--- src/verilog/snooper_defines.svh ---
/* Sizes and APB register offsets of the branch-trace snooper.
   Included by the package and by every module that needs a constant. */
`ifndef SNOOPER_DEFINES_SVH
`define SNOOPER_DEFINES_SVH

// Buffer geometry
`define SNP_NUM_FIELDS 5
`define SNP_BUF_DEPTH 16
`define SNP_DATA_W 32

// APB address map
`define SNP_APB_AW 12
`define SNP_REG_CTRL 12'h000
`define SNP_REG_STATUS 12'h004
`define SNP_REG_FIRST 12'h008
`define SNP_REG_LAST 12'h00C
`define SNP_REG_WRPTR 12'h010

// Buffer window with one row every 32 bytes
`define SNP_BUF_BASE 12'h400

`endif

--- src/verilog/snooper_pkg.sv ---
/* Types shared by the snooper blocks: buffer words, row pointers,
   the per-bank field vector and the trace mode. */
`default_nettype none

`include "snooper_defines.svh"

package snooper_pkg;

   // One word of a buffer bank
   typedef logic [`SNP_DATA_W-1:0] word_t;

   // Row index into the trace buffer
   localparam int unsigned ptr_w = $clog2(`SNP_BUF_DEPTH);
   typedef logic [ptr_w-1:0] ptr_t;

   // Index 0 is pc_src low, then pc_src high, pc_dst low, pc_dst high, metadata
   typedef word_t [`SNP_NUM_FIELDS-1:0] field_vec_t;

   typedef enum logic {
      MODE_ADDRESS = 1'b0,
      MODE_INSTR   = 1'b1
   } trace_mode_e;

endpackage

`default_nettype wire

--- src/verilog/snooper_apb_regs.sv ---
/* APB slave of the snooper. Holds the control register, returns status
   and pointers, and reads the trace buffer with one wait state. */
`timescale 1ns/1ps
`default_nettype none

`include "snooper_defines.svh"

module snooper_apb_regs
   import snooper_pkg::*;
(
   input  wire logic                   clk_i,
   input  wire logic                   rst_ni,
   input  wire logic [`SNP_APB_AW-1:0] paddr_i,
   input  wire logic                   psel_i,
   input  wire logic                   penable_i,
   input  wire logic                   pwrite_i,
   input  word_t                       pwdata_i,
   output word_t                       prdata_o,
   output logic                        pready_o,
   output logic                        snoop_en_o,
   output trace_mode_e                 trace_mode_o,
   output logic                        ptr_clr_o,
   output logic                        buf_re_o,
   output ptr_t                        buf_raddr_o,
   output logic [2:0]                  buf_rbank_o,
   input  word_t                       buf_rdata_i,
   input  ptr_t                        wr_ptr_i,
   input  ptr_t                        first_valid_i,
   input  ptr_t                        last_valid_i,
   input  wire logic                   buf_full_i
);

   localparam logic [`SNP_APB_AW-1:0] buf_end =
      `SNP_BUF_BASE + `SNP_APB_AW'(`SNP_BUF_DEPTH * 32);

   logic                   access;
   logic                   in_buf;
   logic [`SNP_APB_AW-1:0] buf_off;
   logic                   ctrl_wr;
   logic                   rd_wait_q;

   logic                   snoop_en_q;
   trace_mode_e            mode_q;
   logic                   ptr_clr_q;

   assign access  = psel_i & penable_i;
   assign in_buf  = (paddr_i >= `SNP_BUF_BASE) && (paddr_i < buf_end);
   assign buf_off = paddr_i - `SNP_BUF_BASE;
   assign ctrl_wr = access & pwrite_i & (paddr_i == `SNP_REG_CTRL);

   // Row in bits 5 and up, field in bits 4:2
   assign buf_raddr_o = buf_off[5 +: ptr_w];
   assign buf_rbank_o = buf_off[4:2];

   // Buffer read launches in the first access cycle, data arrives in the second
   assign buf_re_o = access & ~pwrite_i & in_buf & ~rd_wait_q;
   assign pready_o = access & (pwrite_i | ~in_buf | rd_wait_q);

   always_ff @(posedge clk_i or negedge rst_ni) begin
      if (!rst_ni) begin
         rd_wait_q  <= 1'b0;
         snoop_en_q <= 1'b0;
         mode_q     <= MODE_ADDRESS;
         ptr_clr_q  <= 1'b0;
      end else begin
         rd_wait_q <= buf_re_o;
         ptr_clr_q <= ctrl_wr & pwdata_i[2];
         if (ctrl_wr) begin
            snoop_en_q <= pwdata_i[0];
            mode_q     <= trace_mode_e'(pwdata_i[1]);
         end
      end
   end

   always_comb begin
      prdata_o = '0;
      if (in_buf) begin
         prdata_o = buf_rdata_i;
      end else begin
         case (paddr_i)
            `SNP_REG_CTRL:   prdata_o = word_t'({mode_q, snoop_en_q});
            `SNP_REG_STATUS: prdata_o = word_t'(buf_full_i);
            `SNP_REG_FIRST:  prdata_o = word_t'(first_valid_i);
            `SNP_REG_LAST:   prdata_o = word_t'(last_valid_i);
            `SNP_REG_WRPTR:  prdata_o = word_t'(wr_ptr_i);
            default:         prdata_o = '0;
         endcase
      end
   end

   assign snoop_en_o   = snoop_en_q;
   assign trace_mode_o = mode_q;
   assign ptr_clr_o    = ptr_clr_q;

endmodule

`default_nettype wire

--- src/verilog/snooper_top.sv ---
/* Top level of the branch-trace snooper. Connects the APB slave,
   the capture stage, the snooping engine and the trace buffer. */
`timescale 1ns/1ps
`default_nettype none

`include "snooper_defines.svh"

module snooper_top
   import snooper_pkg::*;
(
   input  wire logic                   clk_i,
   input  wire logic                   rst_ni,
   input  wire logic [`SNP_APB_AW-1:0] paddr_i,
   input  wire logic                   psel_i,
   input  wire logic                   penable_i,
   input  wire logic                   pwrite_i,
   input  word_t                       pwdata_i,
   output word_t                       prdata_o,
   output logic                        pready_o,
   output logic                        pslverr_o,
   input  wire logic                   trace_valid_i,
   input  wire logic [63:0]            pc_src_i,
   input  wire logic [63:0]            pc_dst_i,
   input  word_t                       metadata_i,
   input  word_t                       opcode_i
);

   logic                       snoop_en;
   trace_mode_e                trace_mode;
   logic                       ptr_clr;
   logic                       cap_valid;
   trace_mode_e                cap_mode;
   field_vec_t                 cap_fields;
   logic [`SNP_NUM_FIELDS-1:0] buf_we;
   ptr_t                       buf_waddr;
   field_vec_t                 buf_wdata;
   logic                       buf_re;
   ptr_t                       buf_raddr;
   logic [2:0]                 buf_rbank;
   word_t                      buf_rdata;
   ptr_t                       wr_ptr;
   ptr_t                       first_valid;
   ptr_t                       last_valid;
   logic                       buf_full;

   // No error responses on this slave
   assign pslverr_o = 1'b0;

   snooper_apb_regs u_apb_regs (
      .clk_i, .rst_ni, .paddr_i, .psel_i, .penable_i, .pwrite_i, .pwdata_i,
      .prdata_o, .pready_o,
      .snoop_en_o    (snoop_en),
      .trace_mode_o  (trace_mode),
      .ptr_clr_o     (ptr_clr),
      .buf_re_o      (buf_re),
      .buf_raddr_o   (buf_raddr),
      .buf_rbank_o   (buf_rbank),
      .buf_rdata_i   (buf_rdata),
      .wr_ptr_i      (wr_ptr),
      .first_valid_i (first_valid),
      .last_valid_i  (last_valid),
      .buf_full_i    (buf_full)
   );

   trace_capture u_capture (
      .clk_i, .rst_ni,
      .snoop_en_i    (snoop_en),
      .trace_mode_i  (trace_mode),
      .trace_valid_i, .pc_src_i, .pc_dst_i, .metadata_i, .opcode_i,
      .cap_valid_o   (cap_valid),
      .cap_mode_o    (cap_mode),
      .cap_fields_o  (cap_fields)
   );

   snooping_engine u_engine (
      .clk_i, .rst_ni,
      .cap_valid_i   (cap_valid),
      .cap_mode_i    (cap_mode),
      .cap_fields_i  (cap_fields),
      .ptr_clr_i     (ptr_clr),
      .buf_we_o      (buf_we),
      .buf_waddr_o   (buf_waddr),
      .buf_wdata_o   (buf_wdata),
      .wr_ptr_o      (wr_ptr),
      .first_valid_o (first_valid),
      .last_valid_o  (last_valid),
      .buf_full_o    (buf_full)
   );

   trace_buffer u_buffer (
      .clk_i, .rst_ni,
      .we_i          (buf_we),
      .waddr_i       (buf_waddr),
      .wdata_i       (buf_wdata),
      .raddr_i       (buf_raddr),
      .rbank_i       (buf_rbank),
      .re_i          (buf_re),
      .rdata_o       (buf_rdata)
   );

endmodule

`default_nettype wire

--- src/verilog/snooping_engine.sv ---
/* Snooping engine. Writes captured records into the circular trace
   buffer and tracks write pointer, wrap flag and the valid row range. */
`timescale 1ns/1ps
`default_nettype none

`include "snooper_defines.svh"

module snooping_engine
   import snooper_pkg::*;
(
   input  wire logic                        clk_i,
   input  wire logic                        rst_ni,
   input  wire logic                        cap_valid_i,
   input  trace_mode_e                      cap_mode_i,
   input  field_vec_t                       cap_fields_i,
   input  wire logic                        ptr_clr_i,
   output logic [`SNP_NUM_FIELDS-1:0]       buf_we_o,
   output ptr_t                             buf_waddr_o,
   output field_vec_t                       buf_wdata_o,
   output ptr_t                             wr_ptr_o,
   output ptr_t                             first_valid_o,
   output ptr_t                             last_valid_o,
   output logic                             buf_full_o
);

   localparam ptr_t last_row = ptr_t'(`SNP_BUF_DEPTH - 1);

   logic do_write;
   logic last_hit;
   ptr_t next_ptr;

   ptr_t wr_ptr_q;
   ptr_t first_valid_q;
   ptr_t last_valid_q;
   logic buf_full_q;

   // A clear on the same edge drops the record in flight
   assign do_write = cap_valid_i & ~ptr_clr_i;
   assign last_hit = (wr_ptr_q == last_row);
   assign next_ptr = last_hit ? '0 : wr_ptr_q + 1'b1;

   // Address mode fills every bank, instruction mode only bank 0
   always_comb begin
      buf_we_o = '0;
      if (do_write) begin
         if (cap_mode_i == MODE_INSTR) begin
            buf_we_o[0] = 1'b1;
         end else begin
            buf_we_o = '1;
         end
      end
   end

   assign buf_waddr_o = wr_ptr_q;
   assign buf_wdata_o = cap_fields_i;

   always_ff @(posedge clk_i or negedge rst_ni) begin
      if (!rst_ni) begin
         wr_ptr_q      <= '0;
         first_valid_q <= '0;
         last_valid_q  <= '0;
         buf_full_q    <= 1'b0;
      end else if (ptr_clr_i) begin
         wr_ptr_q      <= '0;
         first_valid_q <= '0;
         last_valid_q  <= '0;
         buf_full_q    <= 1'b0;
      end else if (do_write) begin
         wr_ptr_q     <= next_ptr;
         last_valid_q <= wr_ptr_q;
         if (last_hit) begin
            buf_full_q <= 1'b1;
         end
         // Once wrapped, the oldest entry sits just past the newest
         if (buf_full_q || last_hit) begin
            first_valid_q <= next_ptr;
         end
      end
   end

   assign wr_ptr_o      = wr_ptr_q;
   assign first_valid_o = first_valid_q;
   assign last_valid_o  = last_valid_q;
   assign buf_full_o    = buf_full_q;

endmodule

`default_nettype wire

--- src/verilog/trace_buffer.sv ---
/* Banked trace memory, one bank per record field. Per-bank write
   enables and a single registered read port for the APB side. */
`timescale 1ns/1ps
`default_nettype none

`include "snooper_defines.svh"

module trace_buffer
   import snooper_pkg::*;
(
   input  wire logic                        clk_i,
   input  wire logic                        rst_ni,
   input  wire logic [`SNP_NUM_FIELDS-1:0]  we_i,
   input  ptr_t                             waddr_i,
   input  field_vec_t                       wdata_i,
   input  ptr_t                             raddr_i,
   input  wire logic [2:0]                  rbank_i,
   input  wire logic                        re_i,
   output word_t                            rdata_o
);

   word_t mem [`SNP_NUM_FIELDS][`SNP_BUF_DEPTH];

   always_ff @(posedge clk_i) begin
      for (int b = 0; b < `SNP_NUM_FIELDS; b++) begin
         if (we_i[b]) begin
            mem[b][waddr_i] <= wdata_i[b];
         end
      end
   end

   // Bank numbers past the last field read as zero
   always_ff @(posedge clk_i or negedge rst_ni) begin
      if (!rst_ni) begin
         rdata_o <= '0;
      end else if (re_i) begin
         if (rbank_i < 3'(`SNP_NUM_FIELDS)) begin
            rdata_o <= mem[rbank_i][raddr_i];
         end else begin
            rdata_o <= '0;
         end
      end
   end

endmodule

`default_nettype wire

--- src/verilog/trace_capture.sv ---
/* Capture stage of the snooper. Registers each accepted trace record
   together with its mode, already split into buffer fields. */
`timescale 1ns/1ps
`default_nettype none

module trace_capture
   import snooper_pkg::*;
(
   input  wire logic        clk_i,
   input  wire logic        rst_ni,
   input  wire logic        snoop_en_i,
   input  trace_mode_e      trace_mode_i,
   input  wire logic        trace_valid_i,
   input  wire logic [63:0] pc_src_i,
   input  wire logic [63:0] pc_dst_i,
   input  word_t            metadata_i,
   input  word_t            opcode_i,
   output logic             cap_valid_o,
   output trace_mode_e      cap_mode_o,
   output field_vec_t       cap_fields_o
);

   logic       accept;
   field_vec_t fields_d;

   assign accept = trace_valid_i & snoop_en_i;

   // Instruction mode keeps only the opcode, in bank 0
   always_comb begin
      fields_d = '0;
      if (trace_mode_i == MODE_INSTR) begin
         fields_d[0] = opcode_i;
      end else begin
         fields_d[0] = pc_src_i[31:0];
         fields_d[1] = pc_src_i[63:32];
         fields_d[2] = pc_dst_i[31:0];
         fields_d[3] = pc_dst_i[63:32];
         fields_d[4] = metadata_i;
      end
   end

   always_ff @(posedge clk_i or negedge rst_ni) begin
      if (!rst_ni) begin
         cap_valid_o <= 1'b0;
         cap_mode_o  <= MODE_ADDRESS;
      end else begin
         cap_valid_o <= accept;
         if (accept) begin
            cap_mode_o <= trace_mode_i;
         end
      end
   end

   always_ff @(posedge clk_i) begin
      if (accept) begin
         cap_fields_o <= fields_d;
      end
   end

endmodule

`default_nettype wire
--- config.mk ---
export PLATFORM = sky130hd
export DESIGN_NAME = snooper_top
export DESIGN_NICKNAME = d
export VERILOG_FILES = /design/src/verilog/snooper_pkg.sv /design/src/verilog/snooper_apb_regs.sv /design/src/verilog/snooper_top.sv /design/src/verilog/snooping_engine.sv /design/src/verilog/trace_buffer.sv /design/src/verilog/trace_capture.sv
export VERILOG_INCLUDE_DIRS = /design/src /design/src/verilog
export SDC_FILE = /design/constraint.sdc
export NUM_CORES = 2
export LEC_CHECK = 0
export CAP_MARGIN = 20
export CELL_PAD_IN_SITES_DETAIL_PLACEMENT = 1
export CELL_PAD_IN_SITES_GLOBAL_PLACEMENT = 1
export CORE_MARGIN = 2
export CORE_UTILIZATION = 55
export DETAILED_ROUTE_END_ITERATION = 8
export DONT_BUFFER_PORTS = 1
export PLACE_DENSITY_LB_ADDON = 0.1
export SLEW_MARGIN = 20
export SYNTH_ARGS = -nofsm -noshare
export SYNTH_HDL_FRONTEND = slang
export SYNTH_SLANG_ARGS = --single-unit
--- constraint.sdc ---
create_clock -name clk_i -period 12.2 [get_ports clk_i]
set_clock_uncertainty 0.2 [all_clocks]
set_input_delay 1.83 -clock clk_i [delete_from_list [all_inputs] [get_ports clk_i]]
set_output_delay 1.83 -clock clk_i [all_outputs]
set_load 0.02 [all_outputs]
==> flow_summary_export.csv <==
group,metric,value,unit
status,outcome,"completed",
grt,grt_use_total,32.3,%
setup_path,worstSetupPathDepth,7,
timing,fmaxAchievable,144,MHz
final_layout,syn2layout_area_growth,11.1,%
floorplan,pin_count,276,
final_layout,layout.nets,5829,
floorplan,die_w,446,um
timing,setup_slack,5230,ps
power,peakVddDrop,0.137,mV
min_path,whs_path_depth,2,
floorplan,dieHeight,446,um
detailed_routing,via_count,56700,
min_path,hold_end,"u_engine.last_valid_o[0]",
place,placed_cell_area,110000,um^2
synth,yosysSeqAreaShare,77.4,%
timing,maxSlewHeadroom,1.71,%
place,place_inst,7816,
floorplan,initial_core_util,55.2,%
final_layout,instances_no_fill,8355,
power,p_leak,0.0380,uW
flow_run,cap_violations,0,
min_path,min_from,"u_engine.last_valid_o[0]",
place,place_hpwl,161000,um
detailed_routing,wl_per_cell,38.2,um
setup_path,r2r-start,"u_capture.cap_valid_o",
synth,synth_area,107000,um^2
clock_network,numCtsBuffers,300,
setup_path,crit_buf_inv,3,
timing,hold_viol_final,0,
grt,grt_pass1_wl,450000,um
power,power,19400,uW
synth,syn_inst,5518,
clock_network,cts_tree,"built",
synth,synth_cell_type_count,60,
setup_path,max_stage_delay,700,ps
place,routabilityCongestion,0.784,
setup_path,r2r_cells,5,
floorplan,coreArea,194000,um^2
detailed_routing,routed_wl,319000,um
setup_path,path_common_cell,"buf_16",
place,port_buffers,0,
setup_path,slowest_stage,"o21ai_0",
setup_path,start_kind,"input port",
synth,synthTopCellsByArea,"edfxtp_1, mux4_2, mux2_2, mux2i_1, a221oi_1",
clock_network,root_buffer,"clkbuf_16",
grt,grt_max_degree,825,
setup_path,crit_path_end_kind,"output port",
synth,yosys_warnings,0,
synth,synth_top_area_share,76.2,%
synth,yosys_most_used_dff,"edfxtp_1",
clock_network,clock_latency,920,ps
setup_path,crit_required,10170,ps
clock_network,post_cts_buffers,0,
timing,min_period_over_period,57.1,%
detailed_routing,drc,0,
timing,rsz0062_at_grt,"no",
final_layout,drive_gt1_share,19.3,%
min_path,min_path_type,"flip-flop to flip-flop",
detailed_routing,postRouteAntennaNets,0,
setup_path,critical_path.cell_chain,"buf_16 > buf_16 > mux2i_1 > nor2_1 > a31oi_1 > o21ai_0 > buf_4",
clock_network,cts_resized,0,
clock_network,postCtsHoldBufs,0,
grt,grt_antenna_before_repair,12,
setup_path,critical_path_class,"input port to output port",
detailed_routing,via_per_inst,6.79,
synth,synth_edf_count,2720,
floorplan,row_count,162,
timing,worstMarginPinSlew,1470,ps
power,power_density,163,nW/um^2
clock_network,htreeDepth,5,
clock_network,ctsLongestPathBuffers,4,
timing,min_period,6970,ps
synth,synth-seq-cells,2771,
detailed_routing,m1WireLength,126000,um
synth,synth.avg_cell_area,19.4,um^2
grt,grt_pass1_vias,59300,
detailed_routing,wl_met2,156000,um
timing,slew_violations,0,
detailed_routing,drtIter0Drc,6724,
synth,synth_nets,5764,
detailed_routing,highest_layer,"met5",
setup_path,cp_data_arrival_time,4940,ps
setup_path,path_max_fanout,188,
grt,globalRouteOverflowTotal,0,
synth,async_flop_share,1.84,%
detailed_routing,met3_length,24800,um
clock_network,clock-sinks,2771,
timing,tns,0,ps
final_layout,fin_area,119000,um^2
detailed_routing,first_pass_iters,5,
setup_path,rrSetupSlack,7580,ps
synth,synth_top_area_cell,"edfxtp_1",
setup_path,r2r-end,"u_buffer.mem[3][167]",
setup_path,critical_path.top_delay_family,"buffers and inverters",
clock_network,clk_pin_slew,50,ps
floorplan,dieArea,198000,um^2
place,post-place-ws,6030,ps
timing,setup_viol,0,
[power breakdown]
part | internal (uW) | total, uW | switching (uW)
Clock | 4900 | 8530 | 3630
Combinational | 252 | 584 | 332
Sequential | 10300 | 10300 | 9.43
[synth_stat cells (3+ instances only)]
cell       number
a2111o_1       14
a2111oi_0      31
a211oi_1       64
a21boi_0       15
a21o_1          8
a21oi_1        22
a221o_1        43
a221oi_1      227
a311oi_1       14
a31oi_1        14
a32oi_1        14
and2_1         48
buf_1          24
buf_2         101
buf_4          41
buf_6           8
clkbuf_1      173
dfrtp_1        51
edfxtp_1     2720
ha_1            4
inv_1           6
mux2_1        108
mux2_2        325
mux2i_1       321
mux4_2        225
nand2_1       163
nand2b_1       14
nor2_1        127
nor2b_1       183
nor3_1          9
nor3b_1         4
nor4_1          3
o211a_1        16
o211ai_1       32
o21ai_0       194
o21ai_1        12
o221a_1        12
o221a_2        22
o221ai_1       48
o311ai_1       15
o32a_1         18
or3_1           4
[cells by family (layout without fill, tap and decap cells)]
group                      count (synthesis)  in the layout  share of synthesized area (%)
and+or+nand+nor                          566            566                           2.64
xor gates and xnor gates                   2              2                         0.0163
buffers and inverters                    355            637                           1.56
adders and majority gates                  4              4                         0.0467
AOI/OAI and AO/OA                        840            840                           6.09
other                                      1             14                        0.00350
DFF                                     2771           2771                           77.4
muxes                                    979            979                           12.3
[placed cells by master (no fill, tap or decap), types with 32 or more instances in the layout]
master	Yosys	layout
and2_1	48	47
o211ai_1	32	32
mux2_2	325	325
a211oi_1	64	64
clkinv_2	0	40
nor2_1	127	99
a221o_1	43	43
nand2_1	163	161
mux2_1	108	108
clkbuf_1	173	87
mux2i_1	321	321
clkinv_1	1	56
edfxtp_1	2720	2720
mux4_2	225	225
dfrtp_1	51	50
a221oi_1	227	227
o221ai_1	48	48
clkbuf_16	0	309
nor2b_1	183	181
o21ai_0	194	194
buf_4	41	98
[how the worst max path moves through the flow]
| stage | start | endpoint |
|---|---|---|
| after CTS | paddr_i[6] | prdata_o[1] |
| after detailed placement | paddr_i[6] | prdata_o[1] |
| after global routing | paddr_i[3] | prdata_o[1] |
| after floorplan | u_capture.cap_valid_o | u_buffer.mem[1][0] |
| final | paddr_i[3] | prdata_o[1] |
| after global placement | paddr_i[6] | prdata_o[1] |
[final cells by class]
cell class	instances	area, um^2
antenna	13	32.5
clock buffer	407	8210
clock inverter	112	764
fill	16000	75300
inverter	8	43.8
multi-input combinational	2392	22900
sequential	2771	83000
tap	2542	3180
timing repair buffer	110	1010
[registers in the layout, indices dropped and copies added, names as in the netlist, 4 cells and up]
name and cells:
u_engine.first_valid_o 4, u_engine.last_valid_o 4, u_engine.buf_waddr_o 4, u_buffer.mem 2560
u_capture.cap_fields_o 160, u_buffer.rdata_o 32
[per-layer routing]
metal	vias to the layer above	track usage, %
li1	22800	-
met1	30500	44.3
met2	2813	52.5
met3	620	5.34
met4	4	12.2
met5	-	0
[tightest hold or removal path, delay by kind of cell, from the launching register on]
family	cells	cell delay (ps)
mux	1	70
simple gates	1	80
flops	1	340
[stage by stage]
step           hold WS, ps  utilization [%]
2_1_floorplan          267                -
3_3_place_gp           301             56.5
3_5_place_dp           310             56.5
4_1_cts                322             61.2
5_1_grt                362             61.3
6_report               327             61.3
Note: power is estimated with default switching activity, not from simulation.
